**config.mk**
```make
export PLATFORM = sky130hd
export DESIGN_NAME = autotest_top
export DESIGN_NICKNAME = d
export VERILOG_FILES = /design/src/autotest_cfg_pkg.sv /design/src/autotest_state_pkg.sv /design/src/autotest_fsm.sv /design/src/autotest_top.sv /design/src/block_buffer.sv /design/src/result_writer.sv /design/src/run_timer.sv /design/src/test_vector_regs.sv
export SDC_FILE = /design/constraint.sdc
export NUM_CORES = 2
export LEC_CHECK = 0
export BUFFER_PORTS_ARGS = -buffer_cell sky130_fd_sc_hd__buf_2
export CAP_MARGIN = 10
export CORE_UTILIZATION = 45
export CTS_CLUSTER_SIZE = 40
export DETAILED_ROUTE_END_ITERATION = 7
export PLACE_DENSITY = 0.56
export SKIP_LAST_GASP = 1
export SLEW_MARGIN = 5
export SYNTH_ARGS = -nofsm -noshare
export SYNTH_HDL_FRONTEND = slang
export SYNTH_HIERARCHICAL = 1
export SYNTH_SLANG_ARGS = --single-unit
export TNS_END_PERCENT = 50
```
**constraint.sdc**
```tcl
create_clock -name clk -period 13.15 [get_ports clk]
set_clock_uncertainty 0.2 [all_clocks]
set_input_delay 1.315 -clock clk [delete_from_list [all_inputs] [get_ports clk]]
set_output_delay 1.315 -clock clk [all_outputs]
set_load 0.02 [all_outputs]
```
**src/autotest_cfg_pkg.sv**
```systemverilog
//##########################################################
// block layout and constants of the SD self-test sequencer.
// shared by the RTL and the testbench through scoped names.
//##########################################################

package autotest_cfg_pkg;

  // SD block and byte index
  localparam int BLOCK_BYTES = 512;
  localparam int BYTE_IDX_W  = 9;

  // header holds the signature then the UUT input word
  localparam int          SIG_BYTES = 4;
  localparam logic [31:0] SIGNATURE = 32'hAABB_CCDD;
  localparam int          IN_BYTES  = 4;
  localparam int          IN_W      = 8 * IN_BYTES;
  localparam int          IN_OFS    = 4;

  // write-back fields go least significant byte first
  localparam int RESULT_OFS   = 8;
  localparam int RESULT_BYTES = 4;
  localparam int TIME_OFS     = 12;
  localparam int TIME_W       = 64;

  localparam logic [31:0] START_BLOCK = 32'h0010_0000;

  // kept short so a hung UUT stays cheap to simulate
  localparam int TIMEOUT_CYCLES = 4096;

  localparam int ERR_CNT_W = 32;

endpackage

```
**src/autotest_state_pkg.sv**
```systemverilog
//##########################################################
// state encoding of the self-test sequencer FSM
//##########################################################

package autotest_state_pkg;

  localparam int STATE_W = 5;

  localparam logic [STATE_W-1:0] S_INIT          = 5'd0;
  localparam logic [STATE_W-1:0] S_SPI_RST       = 5'd1;
  localparam logic [STATE_W-1:0] S_WAIT_RST      = 5'd2;
  localparam logic [STATE_W-1:0] S_IDLE          = 5'd3;
  localparam logic [STATE_W-1:0] S_RD_BLOCK      = 5'd4;
  localparam logic [STATE_W-1:0] S_WAIT_RD_BLOCK = 5'd5;
  localparam logic [STATE_W-1:0] S_RD_DATA       = 5'd6;
  localparam logic [STATE_W-1:0] S_RD_BYTE       = 5'd7;
  localparam logic [STATE_W-1:0] S_WAIT_RD_BYTE  = 5'd8;
  localparam logic [STATE_W-1:0] S_CHECK_SIG     = 5'd9;
  localparam logic [STATE_W-1:0] S_START         = 5'd10;
  localparam logic [STATE_W-1:0] S_RUN           = 5'd11;
  localparam logic [STATE_W-1:0] S_END_RUN       = 5'd12;
  localparam logic [STATE_W-1:0] S_STORE_RESULT  = 5'd13;
  localparam logic [STATE_W-1:0] S_WR_BLOCK      = 5'd14;
  localparam logic [STATE_W-1:0] S_WAIT_WR_BLOCK = 5'd15;
  localparam logic [STATE_W-1:0] S_WR_DATA       = 5'd16;
  localparam logic [STATE_W-1:0] S_WAIT_WR_BYTE  = 5'd17;
  localparam logic [STATE_W-1:0] S_NEXT_BLOCK    = 5'd18;
  localparam logic [STATE_W-1:0] S_DONE          = 5'd19;

endpackage

```
**src/autotest_fsm.sv**
```systemverilog
//##########################################################
// sequencer FSM: SD host strobes, UUT control, block address
// and the enables of the data path. outputs decode the state.
//##########################################################

`timescale 1ns/10ps

module autotest_fsm (
  input  logic        clk,
  input  logic        rst,
  input  logic        spi_busy_i,
  input  logic        end_uut_i,
  input  logic        err_uut_i,
  input  logic        last_byte_i,
  input  logic        sig_match_i,
  input  logic        timeout_i,
  output logic        spi_rst_o,
  output logic        spi_r_block_o,
  output logic        spi_r_byte_o,
  output logic        spi_w_block_o,
  output logic        spi_w_byte_o,
  output logic [31:0] spi_block_addr_o,
  output logic        rst_uut_o,
  output logic        start_uut_o,
  output logic        ctrl_mux_uut_o,
  output logic        done_o,
  output logic        idx_clr_o,
  output logic        idx_inc_o,
  output logic        mem_we_o,
  output logic        cap_clr_o,
  output logic        cap_en_o,
  output logic        timer_clr_o,
  output logic        timer_run_o,
  output logic        result_store_o,
  output logic        wdata_load_o
);

  logic [autotest_state_pkg::STATE_W-1:0] state;
  logic [autotest_state_pkg::STATE_W-1:0] next_state;
  logic [31:0] blk_addr;
  logic        blk_inc;

  always_ff @(posedge clk) begin
    if (rst) begin
      state <= autotest_state_pkg::S_INIT;
    end else begin
      state <= next_state;
    end
  end

  // same address serves the read and the write-back of a block
  always_ff @(posedge clk) begin
    if (state == autotest_state_pkg::S_INIT) begin
      blk_addr <= autotest_cfg_pkg::START_BLOCK;
    end else if (blk_inc) begin
      blk_addr <= blk_addr + 32'd1;
    end
  end

  assign spi_block_addr_o = blk_addr;

  always_comb begin
    next_state     = state;
    spi_rst_o      = 1'b0;
    spi_r_block_o  = 1'b0;
    spi_r_byte_o   = 1'b0;
    spi_w_block_o  = 1'b0;
    spi_w_byte_o   = 1'b0;
    rst_uut_o      = 1'b0;
    start_uut_o    = 1'b0;
    ctrl_mux_uut_o = 1'b0;
    done_o         = 1'b0;
    idx_clr_o      = 1'b0;
    idx_inc_o      = 1'b0;
    mem_we_o       = 1'b0;
    cap_clr_o      = 1'b0;
    cap_en_o       = 1'b0;
    timer_clr_o    = 1'b0;
    timer_run_o    = 1'b0;
    result_store_o = 1'b0;
    wdata_load_o   = 1'b0;
    blk_inc        = 1'b0;

    case (state)
      autotest_state_pkg::S_INIT: begin
        next_state = autotest_state_pkg::S_SPI_RST;
      end
      autotest_state_pkg::S_SPI_RST: begin
        rst_uut_o = 1'b1;
        spi_rst_o = 1'b1;
        if (spi_busy_i) next_state = autotest_state_pkg::S_WAIT_RST;
      end
      autotest_state_pkg::S_WAIT_RST: begin
        rst_uut_o = 1'b1;
        if (!spi_busy_i) next_state = autotest_state_pkg::S_IDLE;
      end
      autotest_state_pkg::S_IDLE: begin
        rst_uut_o   = 1'b1;
        idx_clr_o   = 1'b1;
        cap_clr_o   = 1'b1;
        timer_clr_o = 1'b1;
        if (!spi_busy_i) next_state = autotest_state_pkg::S_RD_BLOCK;
      end
      autotest_state_pkg::S_RD_BLOCK: begin
        rst_uut_o     = 1'b1;
        spi_r_block_o = 1'b1;
        if (spi_busy_i) next_state = autotest_state_pkg::S_WAIT_RD_BLOCK;
      end
      autotest_state_pkg::S_WAIT_RD_BLOCK: begin
        rst_uut_o     = 1'b1;
        spi_r_block_o = 1'b1;
        if (!spi_busy_i) next_state = autotest_state_pkg::S_RD_DATA;
      end
      autotest_state_pkg::S_RD_DATA: begin
        rst_uut_o     = 1'b1;
        spi_r_block_o = 1'b1;
        next_state    = autotest_state_pkg::S_RD_BYTE;
      end
      autotest_state_pkg::S_RD_BYTE: begin
        rst_uut_o     = 1'b1;
        spi_r_block_o = 1'b1;
        spi_r_byte_o  = 1'b1;
        if (spi_busy_i) next_state = autotest_state_pkg::S_WAIT_RD_BYTE;
      end
      autotest_state_pkg::S_WAIT_RD_BYTE: begin
        rst_uut_o     = 1'b1;
        spi_r_block_o = 1'b1;
        // byte valid on the busy fall
        if (!spi_busy_i) begin
          mem_we_o   = 1'b1;
          cap_en_o   = 1'b1;
          idx_inc_o  = 1'b1;
          next_state = last_byte_i ? autotest_state_pkg::S_CHECK_SIG
                                   : autotest_state_pkg::S_RD_DATA;
        end
      end
      autotest_state_pkg::S_CHECK_SIG: begin
        rst_uut_o  = 1'b1;
        next_state = sig_match_i ? autotest_state_pkg::S_START
                                 : autotest_state_pkg::S_DONE;
      end
      autotest_state_pkg::S_START: begin
        start_uut_o    = 1'b1;
        ctrl_mux_uut_o = 1'b1;
        next_state     = autotest_state_pkg::S_RUN;
      end
      autotest_state_pkg::S_RUN: begin
        start_uut_o    = 1'b1;
        ctrl_mux_uut_o = 1'b1;
        timer_run_o    = 1'b1;
        if (end_uut_i || err_uut_i || timeout_i) begin
          next_state = autotest_state_pkg::S_END_RUN;
        end
      end
      autotest_state_pkg::S_END_RUN: begin
        ctrl_mux_uut_o = 1'b1;
        next_state     = autotest_state_pkg::S_STORE_RESULT;
      end
      autotest_state_pkg::S_STORE_RESULT: begin
        ctrl_mux_uut_o = 1'b1;
        result_store_o = 1'b1;
        idx_clr_o      = 1'b1;
        next_state     = autotest_state_pkg::S_WR_BLOCK;
      end
      autotest_state_pkg::S_WR_BLOCK: begin
        spi_w_block_o = 1'b1;
        if (spi_busy_i) next_state = autotest_state_pkg::S_WAIT_WR_BLOCK;
      end
      autotest_state_pkg::S_WAIT_WR_BLOCK: begin
        spi_w_block_o = 1'b1;
        if (!spi_busy_i) next_state = autotest_state_pkg::S_WR_DATA;
      end
      autotest_state_pkg::S_WR_DATA: begin
        // reloads each cycle, so the byte is settled before busy rises
        spi_w_block_o = 1'b1;
        spi_w_byte_o  = 1'b1;
        wdata_load_o  = 1'b1;
        if (spi_busy_i) next_state = autotest_state_pkg::S_WAIT_WR_BYTE;
      end
      autotest_state_pkg::S_WAIT_WR_BYTE: begin
        spi_w_block_o = 1'b1;
        if (!spi_busy_i) begin
          if (last_byte_i) begin
            next_state = autotest_state_pkg::S_NEXT_BLOCK;
          end else begin
            idx_inc_o  = 1'b1;
            next_state = autotest_state_pkg::S_WR_DATA;
          end
        end
      end
      autotest_state_pkg::S_NEXT_BLOCK: begin
        rst_uut_o  = 1'b1;
        blk_inc    = 1'b1;
        next_state = autotest_state_pkg::S_IDLE;
      end
      autotest_state_pkg::S_DONE: begin
        done_o = 1'b1;
      end
      default: begin
        next_state = autotest_state_pkg::S_INIT;
      end
    endcase
  end

endmodule

```
**src/autotest_top.sv**
```systemverilog
//##########################################################
// top of the SD-card-driven UUT self-test sequencer.
// connects to an SD host core on one side, the UUT on the other.
//##########################################################

`timescale 1ns/10ps

module autotest_top (
  input  logic                                 clk,
  input  logic                                 rst,
  input  logic                                 spi_busy_i,
  input  logic [7:0]                           spi_data_out_i,
  input  logic                                 err_uut_i,
  input  logic                                 end_uut_i,
  output logic [31:0]                          spi_block_addr_o,
  output logic                                 spi_r_block_o,
  output logic                                 spi_r_byte_o,
  output logic                                 spi_rst_o,
  output logic                                 spi_w_block_o,
  output logic                                 spi_w_byte_o,
  output logic [7:0]                           spi_data_in_o,
  output logic                                 rst_uut_o,
  output logic                                 start_uut_o,
  output logic                                 ctrl_mux_uut_o,
  output logic [autotest_cfg_pkg::IN_W-1:0]      uut_data_o,
  output logic [autotest_cfg_pkg::ERR_CNT_W-1:0] error_count_o,
  output logic                                 done_o
);

  logic idx_clr, idx_inc, mem_we;
  logic cap_clr, cap_en;
  logic timer_clr, timer_run;
  logic result_store, wdata_load;
  logic last_byte, sig_match, timeout;
  logic [autotest_cfg_pkg::BYTE_IDX_W-1:0] byte_idx;
  logic [autotest_cfg_pkg::TIME_W-1:0]     run_time;
  logic [7:0] mem_byte;

  autotest_fsm u_fsm (
    .clk              (clk),
    .rst              (rst),
    .spi_busy_i       (spi_busy_i),
    .end_uut_i        (end_uut_i),
    .err_uut_i        (err_uut_i),
    .last_byte_i      (last_byte),
    .sig_match_i      (sig_match),
    .timeout_i        (timeout),
    .spi_rst_o        (spi_rst_o),
    .spi_r_block_o    (spi_r_block_o),
    .spi_r_byte_o     (spi_r_byte_o),
    .spi_w_block_o    (spi_w_block_o),
    .spi_w_byte_o     (spi_w_byte_o),
    .spi_block_addr_o (spi_block_addr_o),
    .rst_uut_o        (rst_uut_o),
    .start_uut_o      (start_uut_o),
    .ctrl_mux_uut_o   (ctrl_mux_uut_o),
    .done_o           (done_o),
    .idx_clr_o        (idx_clr),
    .idx_inc_o        (idx_inc),
    .mem_we_o         (mem_we),
    .cap_clr_o        (cap_clr),
    .cap_en_o         (cap_en),
    .timer_clr_o      (timer_clr),
    .timer_run_o      (timer_run),
    .result_store_o   (result_store),
    .wdata_load_o     (wdata_load)
  );

  run_timer u_timer (
    .clk         (clk),
    .timer_clr_i (timer_clr),
    .timer_run_i (timer_run),
    .time_o      (run_time),
    .timeout_o   (timeout)
  );

  block_buffer u_buffer (
    .clk         (clk),
    .idx_clr_i   (idx_clr),
    .idx_inc_i   (idx_inc),
    .mem_we_i    (mem_we),
    .wr_byte_i   (spi_data_out_i),
    .byte_idx_o  (byte_idx),
    .rd_byte_o   (mem_byte),
    .last_byte_o (last_byte)
  );

  test_vector_regs u_vectors (
    .clk         (clk),
    .cap_clr_i   (cap_clr),
    .cap_en_i    (cap_en),
    .byte_idx_i  (byte_idx),
    .byte_i      (spi_data_out_i),
    .uut_data_o  (uut_data_o),
    .sig_match_o (sig_match)
  );

  result_writer u_writer (
    .clk            (clk),
    .rst            (rst),
    .result_store_i (result_store),
    .err_uut_i      (err_uut_i),
    .timeout_i      (timeout),
    .time_i         (run_time),
    .byte_idx_i     (byte_idx),
    .mem_byte_i     (mem_byte),
    .wdata_load_i   (wdata_load),
    .spi_data_in_o  (spi_data_in_o),
    .error_count_o  (error_count_o)
  );

endmodule

```
**src/block_buffer.sv**
```systemverilog
//##########################################################
// one SD block of bytes, addressed by a running byte index.
// filled from the read stream, replayed for the write-back.
//##########################################################

`timescale 1ns/10ps

module block_buffer (
  input  logic                                  clk,
  input  logic                                  idx_clr_i,
  input  logic                                  idx_inc_i,
  input  logic                                  mem_we_i,
  input  logic [7:0]                            wr_byte_i,
  output logic [autotest_cfg_pkg::BYTE_IDX_W-1:0] byte_idx_o,
  output logic [7:0]                            rd_byte_o,
  output logic                                  last_byte_o
);

  logic [7:0] mem [autotest_cfg_pkg::BLOCK_BYTES];
  logic [autotest_cfg_pkg::BYTE_IDX_W-1:0] idx;

  always_ff @(posedge clk) begin
    if (idx_clr_i) begin
      idx <= '0;
    end else if (idx_inc_i) begin
      idx <= idx + 1'b1;
    end
  end

  // write at the old index on the increment edge
  always_ff @(posedge clk) begin
    if (mem_we_i) begin
      mem[idx] <= wr_byte_i;
    end
    rd_byte_o <= mem[idx];
  end

  assign last_byte_o = idx == autotest_cfg_pkg::BYTE_IDX_W'(autotest_cfg_pkg::BLOCK_BYTES - 1);
  assign byte_idx_o  = idx;

endmodule

```
**src/result_writer.sv**
```systemverilog
//##########################################################
// latches the run result and time, counts failed runs and
// chooses each byte sent back to the card on write-back.
//##########################################################

`timescale 1ns/10ps

module result_writer (
  input  logic                                  clk,
  input  logic                                  rst,
  input  logic                                  result_store_i,
  input  logic                                  err_uut_i,
  input  logic                                  timeout_i,
  input  logic [autotest_cfg_pkg::TIME_W-1:0]     time_i,
  input  logic [autotest_cfg_pkg::BYTE_IDX_W-1:0] byte_idx_i,
  input  logic [7:0]                            mem_byte_i,
  input  logic                                  wdata_load_i,
  output logic [7:0]                            spi_data_in_o,
  output logic [autotest_cfg_pkg::ERR_CNT_W-1:0]  error_count_o
);

  logic [8*autotest_cfg_pkg::RESULT_BYTES-1:0] result_q;
  logic [autotest_cfg_pkg::TIME_W-1:0]         time_q;
  logic [7:0] wr_byte;
  logic       fail;

  assign fail = err_uut_i | timeout_i;

  always_ff @(posedge clk) begin
    if (result_store_i) begin
      result_q <= {{(8*autotest_cfg_pkg::RESULT_BYTES-1){1'b0}}, fail};
      time_q   <= time_i;
    end
  end

  always_ff @(posedge clk) begin
    if (rst) begin
      error_count_o <= '0;
    end else if (result_store_i && fail) begin
      error_count_o <= error_count_o + 1'b1;
    end
  end

  // result and time overlay the block copy
  always_comb begin
    if (byte_idx_i >= autotest_cfg_pkg::RESULT_OFS &&
        byte_idx_i < autotest_cfg_pkg::RESULT_OFS + autotest_cfg_pkg::RESULT_BYTES) begin
      wr_byte = result_q[8*(byte_idx_i-autotest_cfg_pkg::RESULT_OFS) +: 8];
    end else if (byte_idx_i >= autotest_cfg_pkg::TIME_OFS &&
                 byte_idx_i < autotest_cfg_pkg::TIME_OFS + autotest_cfg_pkg::TIME_W/8) begin
      wr_byte = time_q[8*(byte_idx_i-autotest_cfg_pkg::TIME_OFS) +: 8];
    end else begin
      wr_byte = mem_byte_i;
    end
  end

  always_ff @(posedge clk) begin
    if (wdata_load_i) begin
      spi_data_in_o <= wr_byte;
    end
  end

endmodule

```
**src/run_timer.sv**
```systemverilog
//##########################################################
// execution cycle counter of the UUT, cleared per block.
// stops and flags a timeout past the configured limit.
//##########################################################

`timescale 1ns/10ps

module run_timer (
  input  logic                              clk,
  input  logic                              timer_clr_i,
  input  logic                              timer_run_i,
  output logic [autotest_cfg_pkg::TIME_W-1:0] time_o,
  output logic                              timeout_o
);

  logic [autotest_cfg_pkg::TIME_W-1:0] count;

  // freezes at limit+1 once timed out
  always_ff @(posedge clk) begin
    if (timer_clr_i) begin
      count <= '0;
    end else if (timer_run_i && !timeout_o) begin
      count <= count + 1'b1;
    end
  end

  assign timeout_o = count > autotest_cfg_pkg::TIMEOUT_CYCLES;
  assign time_o    = count;

endmodule

```
**src/test_vector_regs.sv**
```systemverilog
//##########################################################
// picks the signature and the UUT input word out of the
// read stream by byte index. signature is checked here.
//##########################################################

`timescale 1ns/10ps

module test_vector_regs (
  input  logic                                  clk,
  input  logic                                  cap_clr_i,
  input  logic                                  cap_en_i,
  input  logic [autotest_cfg_pkg::BYTE_IDX_W-1:0] byte_idx_i,
  input  logic [7:0]                            byte_i,
  output logic [autotest_cfg_pkg::IN_W-1:0]       uut_data_o,
  output logic                                  sig_match_o
);

  logic [8*autotest_cfg_pkg::SIG_BYTES-1:0] sig_q;
  logic [autotest_cfg_pkg::IN_W-1:0]        in_q;
  logic in_sig;
  logic in_input;

  assign in_sig   = byte_idx_i < autotest_cfg_pkg::SIG_BYTES;
  assign in_input = byte_idx_i >= autotest_cfg_pkg::IN_OFS &&
                    byte_idx_i < autotest_cfg_pkg::IN_OFS + autotest_cfg_pkg::IN_BYTES;

  always_ff @(posedge clk) begin
    if (cap_clr_i) begin
      sig_q <= '0;
      in_q  <= '0;
    end else if (cap_en_i) begin
      // signature arrives msb first, input lsb first
      if (in_sig) begin
        sig_q[8*(autotest_cfg_pkg::SIG_BYTES-1-byte_idx_i) +: 8] <= byte_i;
      end
      if (in_input) begin
        in_q[8*(byte_idx_i-autotest_cfg_pkg::IN_OFS) +: 8] <= byte_i;
      end
    end
  end

  assign sig_match_o = sig_q == autotest_cfg_pkg::SIGNATURE;
  assign uut_data_o  = in_q;

endmodule

```
==> flow_metrics.py <==
metrics = {
    "run_status": {
        "status": "complete, no violations",
    },
    "worst_setup_path": {
        "timing.rr.end": "u_buffer/rd_byte_o[4]",
        "worst_path_max_delay_cell": "nor4_1",
        "crit_fanout": 84,
        "r2r_cells": 9,
        "slowest_delay_ns": 0.90,
        "cp_data_arrival_time_ns": 6.57,
        "critPathLaunch": "u_buffer/byte_idx_o[0]",
        "worstPathRequired_ns": 13.80,
        "path_buf_inv": 2,
        "cp-start-kind": "register",
        "crit_family": "simple AND/OR/NAND/NOR gates",
        "r2r_slack_ns": 7.23,
        "path_class": "register to register",
        "path_cells": "buf_4, buf_12, mux4_2, a22oi_1, nand4_1, nand3_1, nand4_1, nor4_1, nand3_1",
        "rr_startpoint": "u_buffer/byte_idx_o[0]",
        "cp-end-kind": "register",
    },
    "logic_synthesis": {
        "syn-cell-area_sq_mm": 0.172,
        "synthTopCellsByCount": "edfxtp_1, mux4_2, nor2_1, mux2i_1, clkbuf_1",
        "ys_seq_elements": 4383,
        "synthFlopType": "edfxtp_1",
        "syn_nets": 8880,
        "synth_edf_count": 4169,
        "synthDistinctLibCells": 99,
        "synth_most_common_cell": "edfxtp_1",
        "yosysSeqAreaShare_pct": 75.4,
        "synthTopCellsByArea": "edfxtp_1, mux4_2, dfxtp_1, mux2i_1, nor2_1",
        "yosys_warnings": 6,
        "synth_async_sr_flop_share_pct": 0,
        "post-synth-top-area-cell": "edfxtp_1",
        "syn_avg_cell_area_sq_um": 19.4,
        "synth_top_area_share_pct": 72.9,
        "syn_inst": 8839,
    },
    "floorplanning": {
        "die_area_sq_mm": 0.384,
        "io_pins": 126,
        "core_region_area_sq_mm": 0.379,
        "die_x_um": 620,
        "die_h_um": 620,
        "num_rows": 226,
        "initial_utilization_pct": 45.3,
    },
    "timing": {
        "fin_crit_ns": 5.92,
        "fmax_mhz": 169,
        "worst_pin_slew_ns": 1.39,
        "relSlewSlack_pct": 7.11,
        "fin_crit_sh_pct": 45.0,
        "drv_slew": 0,
        "holdWs_ns": 0.250,
        "hold_viol": 0,
        "setup-tns-final_ns": 0,
        "rsz0062_at_grt": "no",
        "setup-violations-final": 0,
        "setup_ws_ns": 7.23,
    },
    "min_path": {
        "hold_start": "u_timer/time_o[20]",
        "holdPathStages": 0,
        "worstHoldPathType": "register to register",
        "holdPathEnd": "u_writer/time_q[20]",
    },
    "pwr": {
        "swShare_pct": 28.3,
        "internal-power_mw": 25.6,
        "peakVddDrop_mv": 0.167,
        "switchingPower_mw": 10.1,
        "total_power_mw": 35.6,
        "p_per_area_mw_per_mm2": 185,
        "clockPowerShare_pct": 34.9,
        "p_seq_share_pct": 43.7,
        "p_leak_nw": 58.9,
        "p_comb_share_pct": 21.5,
    },
    "clock_network": {
        "cts_setup_buffers": 0,
        "cts.htree.levels": 5,
        "cts_buffers": 450,
        "clk_pin_slew_worst_paths_ns": 0.06,
        "post_cts_resized": 0,
        "cts.sinks": 4383,
        "clkLatencyLatePin_ns": 1.01,
        "ctsRootBufferMaster": "clkbuf_16",
        "cts_tree": "yes",
        "clock_path_buffers": 4,
        "holdBufCountCts": 0,
    },
    "global_route": {
        "grt.total_usage_pct": 26.7,
        "grt.overflow.total": 0,
        "grt_pass1_vias": 90000,
        "antenna_found_initial": 40,
        "grt_max_degree": 174,
        "grt_pass1_wl_um": 720000,
    },
    "final_layout": {
        "regArea_sq_mm": 0.129,
        "multi_input_area_sq_mm": 0.0400,
        "nFillCells": 30300,
        "nNetsFinal": 9106,
        "final_cells": 14500,
        "syn_to_final_growth_pct": 12.3,
        "drive_above_1_share_pct": 21.4,
    },
    "route": {
        "drt_wl_total_um": 519000,
        "drt-wirelength-per-cell_um": 35.9,
        "drtIter0Drc": 12500,
        "drc_errors": 0,
        "viasPerCell": 6.41,
        "dr.pass1.iters": 6,
        "ant_nets": 0,
        "vias": 92900,
    },
    "placed_design": {
        "dp.cells": 13600,
        "gp_congestion": 0.930,
        "pre_cts_ws_ns": 7.24,
        "port_buffers": 125,
        "dp_hpwl_um": 321000,
    },
    "flow_run": {
        "maxCapViolations": 0,
    },
}
-- final cells by class --
class,count,share of cell area (%)
clock buffers,583,6.25
repair buffers,348,1.39
flip-flops and latches,4383,67.1
well taps,5016,3.25
clock inverters,256,1.14
inverters,40,0.0798
multi-input cells,3842,20.7
diodes,12,0.0156
-- worst register-to-register path, delay by kind of cell, from the launching register on --
kind                   cells  cell delay [ns]
AOI/OAI and AO/OA          1             0.31
buffers and inverters      2             1.18
DFF                        1             0.81
muxes                      1             0.89
and+or+nand+nor            5             2.39
-- routing by layer --
| metal | part of all wire, % | GRT usage (%) |
|---|---|---|
| met4 | 4.0 | 9.54 |
| met5 | 0.0060 | 0 |
| met3 | 10 | 5.97 |
| met1 | 40 | 38.1 |
| met2 | 45 | 40.6 |
-- power groups by stage --
| stage | Sequential (mW) | Clock (mW) | Combinational, mW |
|---|---|---|---|
| after detailed placement | 15.9 | 0 | 7.63 |
| after global routing | 15.6 | 13.1 | 7.96 |
| after floorplan | 15.8 | 0 | 5.03 |
| after global placement | 15.9 | 0 | 7.57 |
| after CTS | 15.6 | 12.6 | 7.66 |
| final | 15.6 | 12.4 | 7.65 |
-- cells by family (layout without fill, tap and decap cells) --
kind of cell / count (synthesis) / in the layout / synth area share, %
DFF: 4383 / 4383 / 75.4
and+or+nand+nor: 1664 / 1664 / 4.99
muxes: 1295 / 1295 / 14.2
AOI/OAI and AO/OA: 792 / 792 / 3.30
buffers and inverters: 614 / 1227 / 1.66
xor gates and xnor gates: 63 / 63 / 0.330
adders and majority gates: 28 / 28 / 0.204
other: 0 / 12 / 0
-- worst max path at each step --
| stage | end | slack (ns) | cells past startpoint |
|---|---|---|---|
| final | u_buffer/rd_byte_o[4] | 7.23 | 9 |
| after global routing | u_buffer/rd_byte_o[4] | 7.02 | 9 |
| after CTS | u_buffer/rd_byte_o[4] | 7.22 | 9 |
| after detailed placement | u_buffer/rd_byte_o[4] | 7.24 | 9 |
| after global placement | u_buffer/rd_byte_o[5] | 5.91 | 9 |
| after floorplan | u_writer/error_count_o[19] | 8.28 | 9 |
-- cells in the final DEF, fill, tap and decap left out, types with 19 or more instances in the layout --
master and n:
xor2_1 28, nand2_1 194, mux2i_1 366, nor4_1 56
clkbuf_1 112, buf_4 193, nor3_1 34, a22oi_1 163
mux2_2 23, a211oi_1 21, a31oi_1 67, a221oi_1 67
nor2b_1 70, xnor2_1 33, nand3_1 135, buf_12 22
bufinv_16 34, nor2_1 634, or4_1 29, or3_1 26
o22ai_1 80, clkinv_1 109, mux4_2 904, edfxtp_1 4169
o31ai_1 26, a22o_1 41, ha_1 28, buf_2 119
inv_1 38, dfxtp_1 205, and4_1 21, clkinv_2 79
and2_1 23, a32oi_1 19, nand2b_1 80, o21ai_0 64
and3_1 33, clkbuf_16 458, a21oi_1 123, nand4_1 172
-- state kept, by name (all words and copies together), names as in the netlist --
| register | cells |
|---|---|
| u_writer/time_q | 64 |
| u_writer/result_q | 1 |
| u_fsm/spi_block_addr_o | 32 |
| u_vectors/uut_data_o | 32 |
| u_timer/time_o | 64 |
| u_buffer/mem | 4096 |
| u_writer/spi_data_in_o | 8 |
| u_vectors/sig_q | 32 |
| u_fsm/state | 5 |
| u_buffer/byte_idx_o | 9 |
| u_buffer/rd_byte_o | 8 |
| u_writer/error_count_o | 32 |
-- stage by stage --
step | cell area (sq um) | utilization [%]
after floorplan | 172000 | -
after global placement | 178000 | 47.0
after detailed placement | 179000 | 47.1
after CTS | 193000 | 50.8
after global routing | 193000 | 50.8
final | 193000 | 50.8
Note: power is estimated with default switching activity, not from simulation.
